File: config.mk
export PLATFORM = sky130hd
export DESIGN_NAME = pack_top
export DESIGN_NICKNAME = d
export VERILOG_FILES = /design/src/hw/pack_pkg.sv /design/src/hw/pack_sec_if.sv /design/src/hw/pack_main.sv /design/src/hw/pack_head.sv /design/src/hw/pack_load.sv /design/src/hw/pack_tail.sv /design/src/hw/pack_tx.sv /design/src/hw/pack_top.sv
export SDC_FILE = /design/constraint.sdc
export NUM_CORES = 1
export LEC_CHECK = 0
export BUFFER_PORTS_ARGS = -buffer_cell sky130_fd_sc_hd__buf_2
export CAP_MARGIN = 20
export CORE_ASPECT_RATIO = 1.25
export CORE_MARGIN = 8
export CORE_UTILIZATION = 35
export CTS_BUF_LIST = sky130_fd_sc_hd__clkbuf_8
export DETAILED_ROUTE_END_ITERATION = 8
export PLACE_DENSITY = 0.58
export SLEW_MARGIN = 20
export SYNTH_ARGS = -nofsm -noshare
export SYNTH_HDL_FRONTEND = slang
export SYNTH_SLANG_ARGS = --single-unit
File: constraint.sdc
create_clock -name clk_sys -period 3.5 [get_ports clk_sys]
set_input_delay 0.7 -clock clk_sys [delete_from_list [all_inputs] [get_ports clk_sys]]
set_output_delay 0.7 -clock clk_sys [all_outputs]
set_load 0.01 [all_outputs]
File: src/hw/pack_pkg.sv
// frame constants, shared types and controller states for the telemetry packer
package pack_pkg;

	// --------------------
	// widths with a meaning
	// --------------------

	// one byte of the frame stream
	typedef logic [7:0] pk_byte_t;

	// utc seconds from the time source
	typedef logic [31:0] utc_t;

	// configuration word where bit 0 enables packing
	typedef logic [7:0] cfg_t;

	// running crc value
	typedef logic [15:0] crc_t;

	// payload memory address
	typedef logic [3:0] load_addr_t;

	// frame counter that wraps at 8 bits
	typedef logic [7:0] frm_cnt_t;

	// --------------------
	// frame layout
	// --------------------

	// sync word at the start of every frame
	localparam pk_byte_t SYNC_HI = 8'heb;
	localparam pk_byte_t SYNC_LO = 8'h90;

	// section lengths in bytes
	localparam int HEAD_LEN  = 8;
	localparam int LOAD_LEN  = 16;
	localparam int TAIL_LEN  = 2;
	localparam int CRC_LEN   = 2;
	localparam int FRAME_LEN = HEAD_LEN + LOAD_LEN + TAIL_LEN + CRC_LEN;

	// last byte of the tail
	localparam pk_byte_t END_MARK = 8'hd7;

	// crc-16-ccitt
	localparam crc_t CRC_POLY = 16'h1021;
	localparam crc_t CRC_INIT = 16'hffff;

	// --------------------
	// controller states
	// --------------------

	// fixed encodings with the crc states at the top
	typedef enum logic [3:0] {
		IDLE      = 4'h0,
		FIRE_HEAD = 4'h1,
		WAIT_HEAD = 4'h2,
		FIRE_LOAD = 4'h3,
		WAIT_LOAD = 4'h4,
		FIRE_TAIL = 4'h5,
		WAIT_TAIL = 4'h6,
		FIRE_CRC  = 4'hc,
		WAIT_CRC  = 4'hd,
		DONE      = 4'hf
	} st_pack_t;

endpackage

File: src/hw/pack_sec_if.sv
// section lane between the controller, one section generator and the output stage
`timescale 1ns/100ps

interface pack_sec_if
	import pack_pkg::*;
();

	// one-cycle start pulse from the controller
	logic fire;

	// pulses with the last byte of the section
	logic done;

	// byte strobe and byte
	logic vld;
	pk_byte_t data;

	// controller side
	modport ctrl (
		output fire,
		input  done
	);

	// section generator side
	modport sec (
		input  fire,
		output done,
		output vld,
		output data
	);

	// output stage, listens only
	modport sink (
		input fire,
		input vld,
		input data
	);

endinterface

File: src/hw/pack_main.sv
// frame controller that fires header, payload, tail and crc in turn and drives pk_frm
`timescale 1ns/100ps

module pack_main
	import pack_pkg::*;
(
	input  logic   clk_sys,
	input  logic   rst_n,
	input  cfg_t   cfg_pkg_en,
	input  logic   syn_vld,
	pack_sec_if.ctrl head,
	pack_sec_if.ctrl load,
	pack_sec_if.ctrl tail,
	pack_sec_if.ctrl crc,
	output logic   pk_frm
);

	logic pack_en;
	st_pack_t st_pack;

	assign pack_en = cfg_pkg_en[0];

	// --------------------
	// main fsm
	// --------------------

	always_ff @(posedge clk_sys or negedge rst_n) begin
		if (!rst_n) begin
			st_pack <= IDLE;
		end else begin
			case (st_pack)
				IDLE:      st_pack <= (pack_en && syn_vld) ? FIRE_HEAD : IDLE;
				FIRE_HEAD: st_pack <= WAIT_HEAD;
				WAIT_HEAD: st_pack <= head.done ? FIRE_LOAD : WAIT_HEAD;
				FIRE_LOAD: st_pack <= WAIT_LOAD;
				WAIT_LOAD: st_pack <= load.done ? FIRE_TAIL : WAIT_LOAD;
				FIRE_TAIL: st_pack <= WAIT_TAIL;
				WAIT_TAIL: st_pack <= tail.done ? FIRE_CRC : WAIT_TAIL;
				FIRE_CRC:  st_pack <= WAIT_CRC;
				WAIT_CRC:  st_pack <= crc.done ? DONE : WAIT_CRC;
				// always back through idle
				DONE:      st_pack <= IDLE;
				default:   st_pack <= IDLE;
			endcase
		end
	end

	// --------------------
	// control outputs
	// --------------------

	assign head.fire = (st_pack == FIRE_HEAD);
	assign load.fire = (st_pack == FIRE_LOAD);
	assign tail.fire = (st_pack == FIRE_TAIL);
	assign crc.fire  = (st_pack == FIRE_CRC);

	// high for the whole frame since the last crc byte lands in DONE
	assign pk_frm = (st_pack != IDLE);

	// --------------------
	// checks
	// --------------------

	// a section may only finish while we wait for it
	a_done_state: assert property (
		@(posedge clk_sys) disable iff (!rst_n)
		(head.done -> st_pack == WAIT_HEAD) &&
		(load.done -> st_pack == WAIT_LOAD) &&
		(tail.done -> st_pack == WAIT_TAIL) &&
		(crc.done -> st_pack == WAIT_CRC)
	);

endmodule

File: src/hw/pack_head.sv
// header section, sync word, frame counter, latched utc and payload length
`timescale 1ns/100ps

module pack_head
	import pack_pkg::*;
(
	input  logic clk_sys,
	input  logic rst_n,
	input  utc_t utc_sec,
	pack_sec_if.sec sec
);

	logic busy;
	logic [2:0] idx;
	utc_t utc_lat;
	frm_cnt_t frm_cnt;

	// byte index runs while busy
	always_ff @(posedge clk_sys or negedge rst_n) begin
		if (!rst_n) begin
			busy <= 1'b0;
			idx  <= '0;
		end else if (sec.fire) begin
			busy <= 1'b1;
			idx  <= '0;
		end else if (busy) begin
			idx <= idx + 3'd1;
			if (sec.done)
				busy <= 1'b0;
		end
	end

	// seconds are frozen for the whole header
	always_ff @(posedge clk_sys) begin
		if (sec.fire)
			utc_lat <= utc_sec;
	end

	// count finished headers, wraps at 8 bits
	always_ff @(posedge clk_sys or negedge rst_n) begin
		if (!rst_n)
			frm_cnt <= '0;
		else if (sec.done)
			frm_cnt <= frm_cnt + 8'd1;
	end

	assign sec.vld  = busy;
	assign sec.done = busy && (idx == 3'(HEAD_LEN - 1));

	// header byte select
	always_comb begin
		case (idx)
			3'd0:    sec.data = SYNC_HI;
			3'd1:    sec.data = SYNC_LO;
			3'd2:    sec.data = frm_cnt;
			3'd3:    sec.data = utc_lat[31:24];
			3'd4:    sec.data = utc_lat[23:16];
			3'd5:    sec.data = utc_lat[15:8];
			3'd6:    sec.data = utc_lat[7:0];
			default: sec.data = 8'(LOAD_LEN);
		endcase
	end

endmodule

File: src/hw/pack_load.sv
// payload section, reads the byte memory and forwards what comes back
`timescale 1ns/100ps

module pack_load
	import pack_pkg::*;
(
	input  logic       clk_sys,
	input  logic       rst_n,
	input  pk_byte_t   load_data,
	output logic       load_rd,
	output load_addr_t load_addr,
	pack_sec_if.sec sec
);

	logic rd_busy;
	logic rd_dly;
	logic last_dly;
	load_addr_t addr;

	// read burst, one address per cycle
	always_ff @(posedge clk_sys or negedge rst_n) begin
		if (!rst_n) begin
			rd_busy <= 1'b0;
			addr    <= '0;
		end else if (sec.fire) begin
			rd_busy <= 1'b1;
			addr    <= '0;
		end else if (rd_busy) begin
			addr <= addr + 4'd1;
			if (addr == load_addr_t'(LOAD_LEN - 1))
				rd_busy <= 1'b0;
		end
	end

	// memory answers one cycle after the strobe
	always_ff @(posedge clk_sys or negedge rst_n) begin
		if (!rst_n) begin
			rd_dly   <= 1'b0;
			last_dly <= 1'b0;
		end else begin
			rd_dly   <= load_rd;
			last_dly <= load_rd && (addr == load_addr_t'(LOAD_LEN - 1));
		end
	end

	assign load_rd   = rd_busy;
	assign load_addr = addr;

	assign sec.vld  = rd_dly;
	assign sec.data = load_data;
	assign sec.done = last_dly;

	// no new burst until the last byte came back
	a_no_overlap: assert property (
		@(posedge clk_sys) disable iff (!rst_n)
		sec.fire |-> !load_rd && !rd_dly
	);

endmodule

File: src/hw/pack_tail.sv
// tail section, config word then end marker
`timescale 1ns/100ps

module pack_tail
	import pack_pkg::*;
(
	input  logic clk_sys,
	input  logic rst_n,
	input  cfg_t cfg_pkg_en,
	pack_sec_if.sec sec
);

	logic busy;
	logic idx;
	cfg_t cfg_lat;

	always_ff @(posedge clk_sys or negedge rst_n) begin
		if (!rst_n) begin
			busy <= 1'b0;
			idx  <= 1'b0;
		end else if (sec.fire) begin
			busy <= 1'b1;
			idx  <= 1'b0;
		end else if (busy) begin
			idx <= ~idx;
			if (sec.done)
				busy <= 1'b0;
		end
	end

	// config as seen at fire
	always_ff @(posedge clk_sys) begin
		if (sec.fire)
			cfg_lat <= cfg_pkg_en;
	end

	assign sec.vld  = busy;
	assign sec.done = busy && (idx == 1'(TAIL_LEN - 1));
	assign sec.data = idx ? END_MARK : cfg_lat;

endmodule

File: src/hw/pack_tx.sv
// output stage, merges section lanes, runs the crc and appends it to the stream
`timescale 1ns/100ps

module pack_tx
	import pack_pkg::*;
(
	input  logic clk_sys,
	input  logic rst_n,
	pack_sec_if.sink head,
	pack_sec_if.sink load,
	pack_sec_if.sink tail,
	pack_sec_if.sec  crc,
	output logic     pk_vld,
	output pk_byte_t pk_data
);

	logic m_vld;
	pk_byte_t m_data;
	crc_t crc_reg;
	logic crc_busy;
	logic crc_idx;

	// one byte of crc-16, msb first
	function automatic crc_t crc_byte(input crc_t c_in, input pk_byte_t d);
		crc_t c;
		logic fb;
		c = c_in;
		for (int i = 7; i >= 0; i--) begin
			fb = c[15] ^ d[i];
			c  = {c[14:0], 1'b0};
			if (fb)
				c = c ^ CRC_POLY;
		end
		return c;
	endfunction

	// --------------------
	// lane merge
	// --------------------

	// only one lane is active at a time
	assign m_vld  = head.vld | load.vld | tail.vld;
	assign m_data = ({8{head.vld}} & head.data) |
		({8{load.vld}} & load.data) |
		({8{tail.vld}} & tail.data);

	// --------------------
	// crc
	// --------------------

	always_ff @(posedge clk_sys or negedge rst_n) begin
		if (!rst_n)
			crc_reg <= CRC_INIT;
		else if (head.fire)
			crc_reg <= CRC_INIT;
		else if (m_vld)
			crc_reg <= crc_byte(crc_reg, m_data);
	end

	// crc lane, high byte then low byte
	always_ff @(posedge clk_sys or negedge rst_n) begin
		if (!rst_n) begin
			crc_busy <= 1'b0;
			crc_idx  <= 1'b0;
		end else if (crc.fire) begin
			crc_busy <= 1'b1;
			crc_idx  <= 1'b0;
		end else if (crc_busy) begin
			crc_idx <= ~crc_idx;
			if (crc.done)
				crc_busy <= 1'b0;
		end
	end

	assign crc.vld  = crc_busy;
	assign crc.done = crc_busy && (crc_idx == 1'(CRC_LEN - 1));
	assign crc.data = crc_idx ? crc_reg[7:0] : crc_reg[15:8];

	// --------------------
	// output register
	// --------------------

	always_ff @(posedge clk_sys or negedge rst_n) begin
		if (!rst_n)
			pk_vld <= 1'b0;
		else
			pk_vld <= m_vld | crc.vld;
	end

	always_ff @(posedge clk_sys) begin
		if (crc.vld)
			pk_data <= crc.data;
		else if (m_vld)
			pk_data <= m_data;
	end

	// sections never overlap on the stream
	a_one_lane: assert property (
		@(posedge clk_sys) disable iff (!rst_n)
		$onehot0({head.vld, load.vld, tail.vld, crc.vld})
	);

endmodule

File: src/hw/pack_top.sv
// packer top level, wires the controller, the sections and the output stage
`timescale 1ns/100ps

module pack_top
	import pack_pkg::*;
(
	input  logic       clk_sys,
	input  logic       rst_n,
	input  cfg_t       cfg_pkg_en,
	input  utc_t       utc_sec,
	input  logic       syn_vld,
	input  pk_byte_t   load_data,
	output logic       load_rd,
	output load_addr_t load_addr,
	output logic       pk_frm,
	output logic       pk_vld,
	output pk_byte_t   pk_data
);

	// one lane per section
	pack_sec_if sec_head ();
	pack_sec_if sec_load ();
	pack_sec_if sec_tail ();
	pack_sec_if sec_crc ();

	pack_main u_main (
		.clk_sys    (clk_sys),
		.rst_n      (rst_n),
		.cfg_pkg_en (cfg_pkg_en),
		.syn_vld    (syn_vld),
		.head       (sec_head.ctrl),
		.load       (sec_load.ctrl),
		.tail       (sec_tail.ctrl),
		.crc        (sec_crc.ctrl),
		.pk_frm     (pk_frm)
	);

	pack_head u_head (
		.clk_sys (clk_sys),
		.rst_n   (rst_n),
		.utc_sec (utc_sec),
		.sec     (sec_head.sec)
	);

	pack_load u_load (
		.clk_sys   (clk_sys),
		.rst_n     (rst_n),
		.load_data (load_data),
		.load_rd   (load_rd),
		.load_addr (load_addr),
		.sec       (sec_load.sec)
	);

	pack_tail u_tail (
		.clk_sys    (clk_sys),
		.rst_n      (rst_n),
		.cfg_pkg_en (cfg_pkg_en),
		.sec        (sec_tail.sec)
	);

	// crc lane is generated inside the output stage
	pack_tx u_tx (
		.clk_sys (clk_sys),
		.rst_n   (rst_n),
		.head    (sec_head.sink),
		.load    (sec_load.sink),
		.tail    (sec_tail.sink),
		.crc     (sec_crc.sec),
		.pk_vld  (pk_vld),
		.pk_data (pk_data)
	);

endmodule

# Word level (Yosys, flattened, before mapping)
# Cells that the tools add are included.
op_classes:
  n_addsub: 3
  muxes: 55
  n_eq_ne: 16
  reduce_logical: 14
  bitwise_logic: 26
op_table:
  columns: ["operator", "n"]
  rows:
  - ["$mux W16", 16]
  - ["$mux W13", 8]
  - ["$pmux W8 S7", 1]
  - ["$pmux W4 S9", 1]
  - ["$mux W8", 4]
  - ["$and A8 B8 Y8", 3]
  - ["$not A3 Y3", 8]
  - ["$mux W1", 19]
  - ["$or A8 B8 Y8", 2]
  - ["$eq A3 B3 Y1 const B", 4]
  - ["$eq A4 B3 Y1 const B", 3]
  - ["$eq A4 B4 Y1 const B", 3]
  - ["$mux W4", 3]
  - ["$reduce_bool A2 Y1", 6]
  - ["$add A8 B1 Y8 const B", 1]
  - ["$eq A4 B2 Y1 const B", 2]
  - ["$xor A1 B1 Y1", 8]
  - ["$eq A3 B2 Y1 const B", 2]
  - ["$mux W3", 2]
  - ["$logic_and A1 B1 Y1", 5]
  - ["$add A4 B1 Y4 const B", 1]
  - ["$eq A4 B1 Y1 const B", 1]
  - ["$logic_not A4 Y1", 1]
  - ["$reduce_bool A4 Y1", 1]
  - ["6 further kinds", 9]
word_totals:
  ff_bits: 92
  in_bits: 51
  output_inout_bits: 15
  wordCells: 131

# Logic depth before layout (Yosys ltp)
# Gate-level depths: netlist of run 1.
depth:
  word_depth: 37
  ltp_mapped: 11
  mapped_depth_nobuf: 9

# By module
# From an unflattened synthesis of run 1, not the netlist that was laid out.
unflattened:
  hier_cells: 354
  hier_area_um2: 4364.2
modules_own_cells:
  columns: ["module", "n_inst", "seq_area_each_um2", "cells_each", "area_each_um2"]
  rows:
  - ["pack_head", 1, 1261.2, 122, 1813.0]
  - ["pack_tx", 1, 735.7, 143, 1515.2]
  - ["pack_tail", 1, 290.3, 24, 382.9]
  - ["pack_load", 1, 175.2, 32, 374.1]
  - ["pack_main", 1, 100.1, 33, 279.0]

# Worst setup path before layout of run 1
# OpenSTA, ideal clock, no wires.
synth_timing:
  kind: "register to register"
  start: "reg u_head.idx[2]"
  end: "reg u_tx.crc_reg[13]"
  n_path_buf: 2
  period_less_slack_ps: 2926
  arrival_ps: 2828
  stages_incl_launch_ff: 12
  required_time_ps: 3402
  setup_ps: 98
  path_slack_ps: 574
  cell_sequence: "dfrtp_1 buf_2 clkinv_1 ha_1 buf_6 o41a_1 a221o_1 mux2i_1 a311oi_2 xnor2_2 mux2i_1 o211ai_1"
synth_via:
  elab_chain_len: 21
  word_cells_on_any_way: 27
  cone_classes: "eq/ne (6); mux (15); bitwise (5); reduce/logical (1)"
synth_lines:
  columns: ["element", "line", "text"]
  rows:
  - ["start: declaration", "pack_head.sv:14", "logic [2:0] idx;"]
  - ["start signal: assignment", "pack_head.sv:27", "idx <= idx + 3'd1;"]
  - ["$eq A3 B3 Y1, or another cell as far along", "pack_head.sv:52", "case (idx)"]
  - ["$pmux W8 S7 *", "pack_head.sv:52", null]
  - ["$and A8 B8 Y8 *", "pack_tx.sv:43", "assign m_data = ({8{head.vld}} & head.data) |"]
  - ["$or A8 B8 Y8 *", "pack_tx.sv:43", null]
  - ["$or A8 B8 Y8 *", "pack_tx.sv:44", "({8{load.vld}} & load.data) |"]
  - ["$xor A1 B1 Y1", "pack_tx.sv:29", "fb = c[15] ^ d[i];"]
  - ["$mux W13", "pack_tx.sv:31", "if (fb)"]
  - ["$mux W16", "pack_tx.sv:56", "else if (m_vld)"]
  - ["[... 5 more ...]", null, null]
  - ["$mux W16", "pack_tx.sv:56", null]
  - ["$mux W16", "pack_tx.sv:54", "else if (head.fire)"]
  - ["$xor A1 B1 Y1 *", "pack_tx.sv:29", null]
  - ["$mux W13 *", "pack_tx.sv:31", null]
  - ["$mux W16 *", "pack_tx.sv:56", null]
  - ["$mux W16 *", "pack_tx.sv:54", null]
  - ["$mux W16 *", "pack_tx.sv:56", null]
  - ["$mux W16 *", "pack_tx.sv:54", null]
  - ["end signal: assignment", "pack_tx.sv:57", "crc_reg <= crc_byte(crc_reg, m_data);"]
  - ["end: declaration", "pack_tx.sv:19", "crc_t crc_reg;"]
# Every way passes the cells marked *; elsewhere a longest branch is shown, timed or not. The select of a mux whose other input is x is not followed.
# A chain may end at the register's enable or synchronous reset.

# Worst setup path in the final report of run 1
layout_timing:
  start: "reg u_head.idx[0]"
  end: "reg u_tx.crc_reg[13]"
# The elaborated chain is that of the path after synthesis.

==> results of run 1 <==
==> cell families after synthesis <==
group / synth area share
adders and majority gates: 0.02173
muxes: 0.03559
AOI/OAI and AO/OA: 0.1535
buffers and inverters: 0.03504
xor gates and xnor gates: 0.05270
DFF: 0.5564
and+or+nand+nor: 0.1451
==> final cells by class <==
type / count / share of cell area
tap: 171 / 0.04037
inverter: 13 / 0.009207
multi-input combinational: 277 / 0.3560
timing repair buffer: 70 / 0.06893
clock buffer: 9 / 0.02337
clock inverter: 7 / 0.01865
sequential: 92 / 0.4835
==> worst paths after layout <==
check,startpoint,to,cells after the start
min in group clk_sys,u_head.frm_cnt[7],u_head.frm_cnt[7],1
max in group asynchronous,rst_n,u_load.load_addr[0],1
worst min register to register,u_head.frm_cnt[7],u_head.frm_cnt[7],1
worst min-delay path,rst_n,u_head.frm_cnt[5],1
worst max-delay path,u_head.idx[0],u_tx.crc_reg[13],9
worst max register to register,u_head.idx[0],u_tx.crc_reg[13],9
==> stage by stage <==
| step | worst slack (ns) | util | instances |
|---|---|---|---|
| after detailed placement | 0.5338 | 0.3887 | 623 |
| after CTS | 0.5134 | 0.4058 | 639 |
| after global routing | 0.2943 | 0.4060 | 639 |
| final | 0.4907 | 0.4060 | 639 |
| after floorplan | 0.5745 | - | 404 |
| after global placement | 0.6780 | 0.3887 | 623 |
==> power groups by stage <==
stage,Clock [mW],Sequential (mW),Combinational [mW]
2_1_floorplan,0,1.75,1.90
6_report,0.807,1.88,2.33
5_1_grt,0.880,1.92,2.58
3_3_place_gp,0,1.89,2.28
4_1_cts,0.826,1.88,2.34
3_5_place_dp,0,1.90,2.34
==> layer usage <==
metal | wire length [µm] | GRT usage | vias to the layer above
met5 | 0 | 0 | -
met4 | 325 | 0.06805 | 0
met3 | 399 | 0.02070 | 19
met2 | 5610 | 0.2288 | 96
met1 | 4954 | 0.1637 | 1602
li1 | - | - | 1590
==> critical path, cell delays in order (launching register included) <==
cell                        delay, ns
sky130_fd_sc_hd__dfrtp_1         0.42
sky130_fd_sc_hd__inv_1           0.09
sky130_fd_sc_hd__ha_1            0.41
sky130_fd_sc_hd__and2b_2         0.33
sky130_fd_sc_hd__a222oi_1        0.46
sky130_fd_sc_hd__nor4bb_1        0.49
sky130_fd_sc_hd__a2111oi_4       0.13
sky130_fd_sc_hd__xnor2_2         0.25
sky130_fd_sc_hd__mux2i_1         0.22
sky130_fd_sc_hd__o211ai_1        0.11
==> placed cells by master, fill, tap and decap left out, types with 3 or more instances in the layout <==
master	n
sky130_fd_sc_hd__and2_1	3
sky130_fd_sc_hd__inv_1	12
sky130_fd_sc_hd__a21oi_1	21
sky130_fd_sc_hd__buf_2	64
sky130_fd_sc_hd__edfxtp_1	48
sky130_fd_sc_hd__xor2_1	10
sky130_fd_sc_hd__nor3_1	9
sky130_fd_sc_hd__mux2i_1	13
sky130_fd_sc_hd__mux2_2	3
sky130_fd_sc_hd__a222oi_1	3
sky130_fd_sc_hd__nand3b_1	4
sky130_fd_sc_hd__a22oi_1	7
sky130_fd_sc_hd__dfrtp_1	28
sky130_fd_sc_hd__nor2_1	35
sky130_fd_sc_hd__o21ai_0	16
sky130_fd_sc_hd__nand2b_1	6
sky130_fd_sc_hd__a211oi_1	4
sky130_fd_sc_hd__ha_1	8
sky130_fd_sc_hd__nor2b_1	5
sky130_fd_sc_hd__buf_4	6
sky130_fd_sc_hd__dfstp_2	16
sky130_fd_sc_hd__clkbuf_8	9
sky130_fd_sc_hd__nand3_1	16
sky130_fd_sc_hd__nand2_1	41
sky130_fd_sc_hd__and3_1	5
sky130_fd_sc_hd__a22o_1	4
sky130_fd_sc_hd__xnor2_1	14
==> reports/qor_table.md, run 1 <==
| Parameter | Value | Unit |
|:---|:---|:---|
| Status | completed | - |
| Floorplan die area | 17110 | µm² |
| Layout Nets | 522 | - |
| First-pass GRT wire length | 17830 | µm |
| CP endpoint kind | flop | - |
| FMAX | 0.3323 | GHz |
| Cts bufs inserted | 9 | - |
| Iter 0 DRT Violations | 213 | - |
| Vias per inst | 5.175 | - |
| Final setup violation count | 0 | - |
| Setup total negative slack | 0 | ns |
| Largest register FFs | 32 | - |
| DIE WIDTH | 118.6 | µm |
| Fraction of final layout cells sized beyond drive strength 1 | 0.2543 | - |
| Top cell types by occurrence after synthesis | sky130_fd_sc_hd__edfxtp_1 (48), sky130_fd_sc_hd__nand2_1 (41), sky130_fd_sc_hd__nor2_1 (35), sky130_fd_sc_hd__dfrtp_1 (28), sky130_fd_sc_hd__a21oi_1 (21) | - |
| Count of distinct cell types in the synthesized netlist | 68 | - |
| RSZ-0062 raised after global routing | no | - |
| Total setup buffers inserted after CTS | 0 | - |
| Total wire length after detailed routing | 11290 | µm |
| Worst vdd ir | 0.3837 | mV |
| Number of synthesized register bits | 92 | - |
| Buffer levels on the longest clock path | 2 | - |
| Slew Limit Headroom | 0.4204 | - |
| Hold Vio Cnt, Final | 0 | - |
| Share of total power in combinational logic | 0.465 | - |
| Post-DP HPWL | 8401 | µm |
| Initial antenna violation count | 0 | - |
| Synthesized netlist net count | 463 | - |
| Share of flip-flops with an asynchronous set or reset | 0.4783 | - |
| Total standard cell area after synthesis | 4606 | µm² |
| Ys Warns | 0 | - |
| Area used by sequential logic in the layout | 2562 | µm² |
| CTS tree | done | - |
| Max-cap violations | 0 | - |
| Final slew viol count | 0 | - |
| Top Ports | 66 | - |
| Floorplan row count | 47 | - |
| Type of the worst min-delay path | primary input to asynchronous set/reset pin | - |
| Global router's overall resource usage | 0.1348 | - |
| Number of remaining DRC errors | 0 | - |
| Hold bufs inserted after CTS | 0 | - |
| Y dimension of the die | 144.3 | µm |
| Data arrival time of the critical path | 3.28 | ns |
| Pwr/cell area | 946.5 | nW/µm² |
| Routed WL per cell | 17.67 | µm |
| Portion of the clock cycle consumed by the worst path in the final layout | 0.8598 | - |
| Internal power | 2.955 | mW |
| Avg Synthesized Cell Area | 11.40 | µm² |
| Final critical-path required period | 3.009 | ns |
| Post-route cell area | 5300 | µm² |
| R2r setup slk | 0.49 | ns |
| CTS clk-pin slew, worst paths | 0.10 | ns |
| Predominant post-synthesis flop cell | sky130_fd_sc_hd__edfxtp_1 | - |
| Share of the yosys chip area belonging to registers | 0.5564 | - |
| Ant diodes | 0 | - |
| Post-synthesis cell count | 404 | - |
| Weighted congestion reported at the end of routability-driven placement | 0.8387 | - |
| Worst Skew | 0.01214 | ns |
| Clock latency reported for the late side of the worst-skew pair | 0.37 | ns |
| Count of cells resized by post-cts repair | 0 | - |
| CTS root buf | sky130_fd_sc_hd__clkbuf_8 | - |
| Vias in the first global route | 3360 | - |
| Pin count of the biggest net entering global routing | 45 | - |
| Sequential fraction of design power | 0.374 | - |
| Most frequent cell after synthesis | sky130_fd_sc_hd__edfxtp_1 | - |
| Switching power as a share of total power | 0.4109 | - |
| Remaining global-route overflow | 0 | - |
| Worst-Margin Slew | 0.8661 | ns |
| Top fanout value on the critical path | 14 | - |
| Overall power consumption | 5.016 | mW |
| Initial core utilization | 0.3528 | - |
| Total core area | 13060 | µm² |
| Clock Power Share | 0.161 | - |
| Pleak | 2.142 | nW |
| Main area contributors after synthesis | sky130_fd_sc_hd__edfxtp_1 (31%), sky130_fd_sc_hd__dfrtp_1 (15%), sky130_fd_sc_hd__dfstp_2 (9.1%) | - |
| Number of inserted filler cells in the final layout | 1278 | - |
| Cell taking the most area after synthesis | sky130_fd_sc_hd__edfxtp_1 | - |
| Port Buffers | 65 | - |
| Worst Path Class, Setup | flop to flop | - |
| Vias post-DR | 3307 | - |
| Critical path startpoint category | flop | - |
| Post-route antenna net violation count | 0 | - |
| Fin Hold WS | 0.3077 | ns |
| Instance area after placement | 5075 | µm² |
| Detailed-router iteration count before antenna repair | 5 | - |
| Number of flops mapped to enable cells by yosys | 48 | - |
| Sinks on Clock Net | 92 | - |
| Deepest level of the CTS H-tree | 3 | - |
| Required arrival time at the worst endpoint | 3.77 | ns |
| Multi-input combinational cell area | 1887 | µm² |
| NetSw | 2.061 | mW |
| Share of Yosys cell area claimed by the top area cell type | 0.3130 | - |
| Signed area change from the synthesized netlist to the final layout | 15.08 | % |
(Power assumes the default switching activity.)
==> inputs of run 2 (changes only) <==
- PLACE_DENSITY: 0.58 -> 0.6
- clock period: 3.5 -> 2.4 ns (I/O delays scaled with it)
==> reports/qor_table.md, run 2 (synthesis results as in run 1) <==
| Parameter | Value | Unit |
|:---|:---|:---|
| Remaining global-route overflow | 0 | - |
| Y dimension of the die | 144.3 | µm |
| Status | complete, but fails checks | - |
| Highest cell delay on the worst timing path | 0.43 | ns |
| Worst Skew | 0.009050 | ns |
| Count of buffer and inverter cells on the critical path | 2 | - |
| Initial core utilization | 0.3528 | - |
| Area used by sequential logic in the layout | 2565 | µm² |
| Routed WL per cell | 16.61 | µm |
| Deepest level of the CTS H-tree | 3 | - |
| Number of inserted filler cells in the final layout | 1275 | - |
| Multi-input combinational cell area | 2024 | µm² |
| Vias in the first global route | 3642 | - |
| Cell with the most instances on the worst path | sky130_fd_sc_hd__buf_4 | - |
| Master of the slowest instance on the critical path | sky130_fd_sc_hd__dfrtp_1 | - |
| Vias post-DR | 3441 | - |
| Pleak | 2.377 | nW |
| Total core area | 13060 | µm² |
| CTS tree | done | - |
| Clock latency reported for the late side of the worst-skew pair | 0.37 | ns |
| Iter 0 DRT Violations | 104 | - |
| Largest register FFs | 32 | - |
| Signed area change from the synthesized netlist to the final layout | 25.46 | % |
| Floorplan die area | 17110 | µm² |
| CTS clk-pin slew, worst paths | 0.09 | ns |
| Overall power consumption | 8.105 | mW |
| Initial antenna violation count | 0 | - |
| Total wire length after detailed routing | 11310 | µm |
| Pin count of the biggest net entering global routing | 41 | - |
| Layout Nets | 564 | - |
| Weighted congestion reported at the end of routability-driven placement | 0.8317 | - |
| Final slew viol count | 0 | - |
| Final critical-path required period | 2.609 | ns |
| Vias per inst | 5.053 | - |
| Port Buffers | 65 | - |
| Cells along the critical path | buf_4 > ha_4 > buf_4 > a222oi_1 > o211ai_1 > a221oi_4 > xor2_2 > xnor2_2 > or3_1 > nand3_1 | - |
| Worst Path Class, Setup | flop to flop | - |
| FMAX | 0.3832 | GHz |
| Cts bufs inserted | 9 | - |
| CTS root buf | sky130_fd_sc_hd__clkbuf_8 | - |
| Detailed-router iteration count before antenna repair | 5 | - |
| RSZ-0062 raised after global routing | yes | - |
| Worst vdd ir | 0.4877 | mV |
| Final setup margin | -0.2093 | ns |
| Violated checks | negative setup slack | - |
| Sinks on Clock Net | 92 | - |
| Buffer levels on the longest clock path | 2 | - |
| First-pass GRT wire length | 18480 | µm |
| Top Ports | 66 | - |
| Number of remaining DRC errors | 0 | - |
| Top fanout value on the critical path | 5 | - |
| Worst-Margin Slew | 0.6933 | ns |
| Max-cap violations | 0 | - |
| Most frequent cells in the layout | sky130_fd_sc_hd__buf_2 (65), sky130_fd_sc_hd__edfxtp_1 (48), sky130_fd_sc_hd__buf_4 (41) | - |
| Ant diodes | 0 | - |
| Type of the worst min-delay path | primary input to flop | - |
| R2r setup slk | -0.21 | ns |
| DIE WIDTH | 118.6 | µm |
| Fraction of final layout cells sized beyond drive strength 1 | 0.3569 | - |
| Hold Vio Cnt, Final | 0 | - |
| Most frequent standard cell in the layout excluding fill and tap cells | sky130_fd_sc_hd__buf_2 | - |
| Required arrival time at the worst endpoint | 2.71 | ns |
| Final setup violation count | 14 | - |
| Cell family with the largest share of critical-path delay | compound AO/OA/AOI/OAI gates | - |
| Post-route antenna net violation count | 0 | - |
| Floorplan row count | 47 | - |
| Slew Limit Headroom | 0.5342 | - |
| Setup Slack @ Placement | -0.1823 | ns |
| Post-DP HPWL | 8529 | µm |
| Data arrival time of the critical path | 2.92 | ns |
| Pwr/cell area | 1403 | nW/µm² |
| Portion of the clock cycle consumed by the worst path in the final layout | 1.087 | - |
| Global router's overall resource usage | 0.1367 | - |
| CP endpoint kind | flop | - |
| Critical path startpoint category | flop | - |
==> run 2: cell count changes in the layout (fill, tap and decap cells not counted), sizes merged <==
cell | before | now
dlygate4sd3 | 0 | 1
clkbuf | 9 | 10
buf | 70 | 111
bufinv | 2 | 1
==> run 2: final cells by class <==
type,count,share of cell area
clock buffer,10,0.02382
tap,171,0.03703
timing repair buffer,112,0.1241
multi-input combinational,277,0.3504
sequential,92,0.4439
clock inverter,6,0.01104
inverter,13,0.009744
==> run 2: layer usage <==
metal | global-route usage | vias up | wire length, µm
li1 | - | 1670 | -
met1 | 0.1585 | 1677 | 4797
met2 | 0.2420 | 77 | 5878
met3 | 0.02930 | 17 | 405
met4 | 0.05404 | 0 | 233
met5 | 0 | - | 0
==> run 2: power by group <==
| part | switching (mW) | internal (mW) | total [mW] |
|---|---|---|---|
| Sequential | 0.457 | 2.24 | 2.69 |
| Combinational | 2.24 | 2.11 | 4.35 |
| Clock | 0.548 | 0.510 | 1.06 |
==> run 2: per-stage QoR <==
stage	utilization	setup TNS [ns]	hold slack [ns]	cells	area, µm²
2_1_floorplan	-	-0.2004	0.1844	404	4658
5_1_grt	0.4426	-3.328	0.2602	681	5778
3_3_place_gp	0.4143	-0.5399	0.3109	658	5409
6_report	0.4426	-1.260	0.2794	681	5778
3_5_place_dp	0.4143	-1.409	0.3134	658	5409
4_1_cts	0.4349	-0.8975	0.2678	676	5678
==> run 2: path summary, 6_finish.rpt <==
path | startpoint | endpoint | cells after the start
max in group asynchronous | rst_n | u_tx.crc_reg[1] | 3
max | u_head.idx[0] | u_tx.crc_reg[7] | 10
min reg2reg | u_head.frm_cnt[7] | u_head.frm_cnt[7] | 1
max reg2reg | u_head.idx[0] | u_tx.crc_reg[7] | 10
min in group asynchronous | rst_n | u_main.st_pack[3] | 2
min | utc_sec[0] | u_head.utc_lat[0] | 1
==> run 2: what timing repair did <==
action | in CTS | in global routing
pin swaps | 6 | 18
hold endpoints to repair | 4 | 0
hold buffers | 1 | 0
setup buffers | 1 | 5
setup endpoints to repair | 14 | 15
gates resized for setup | 11 | 16
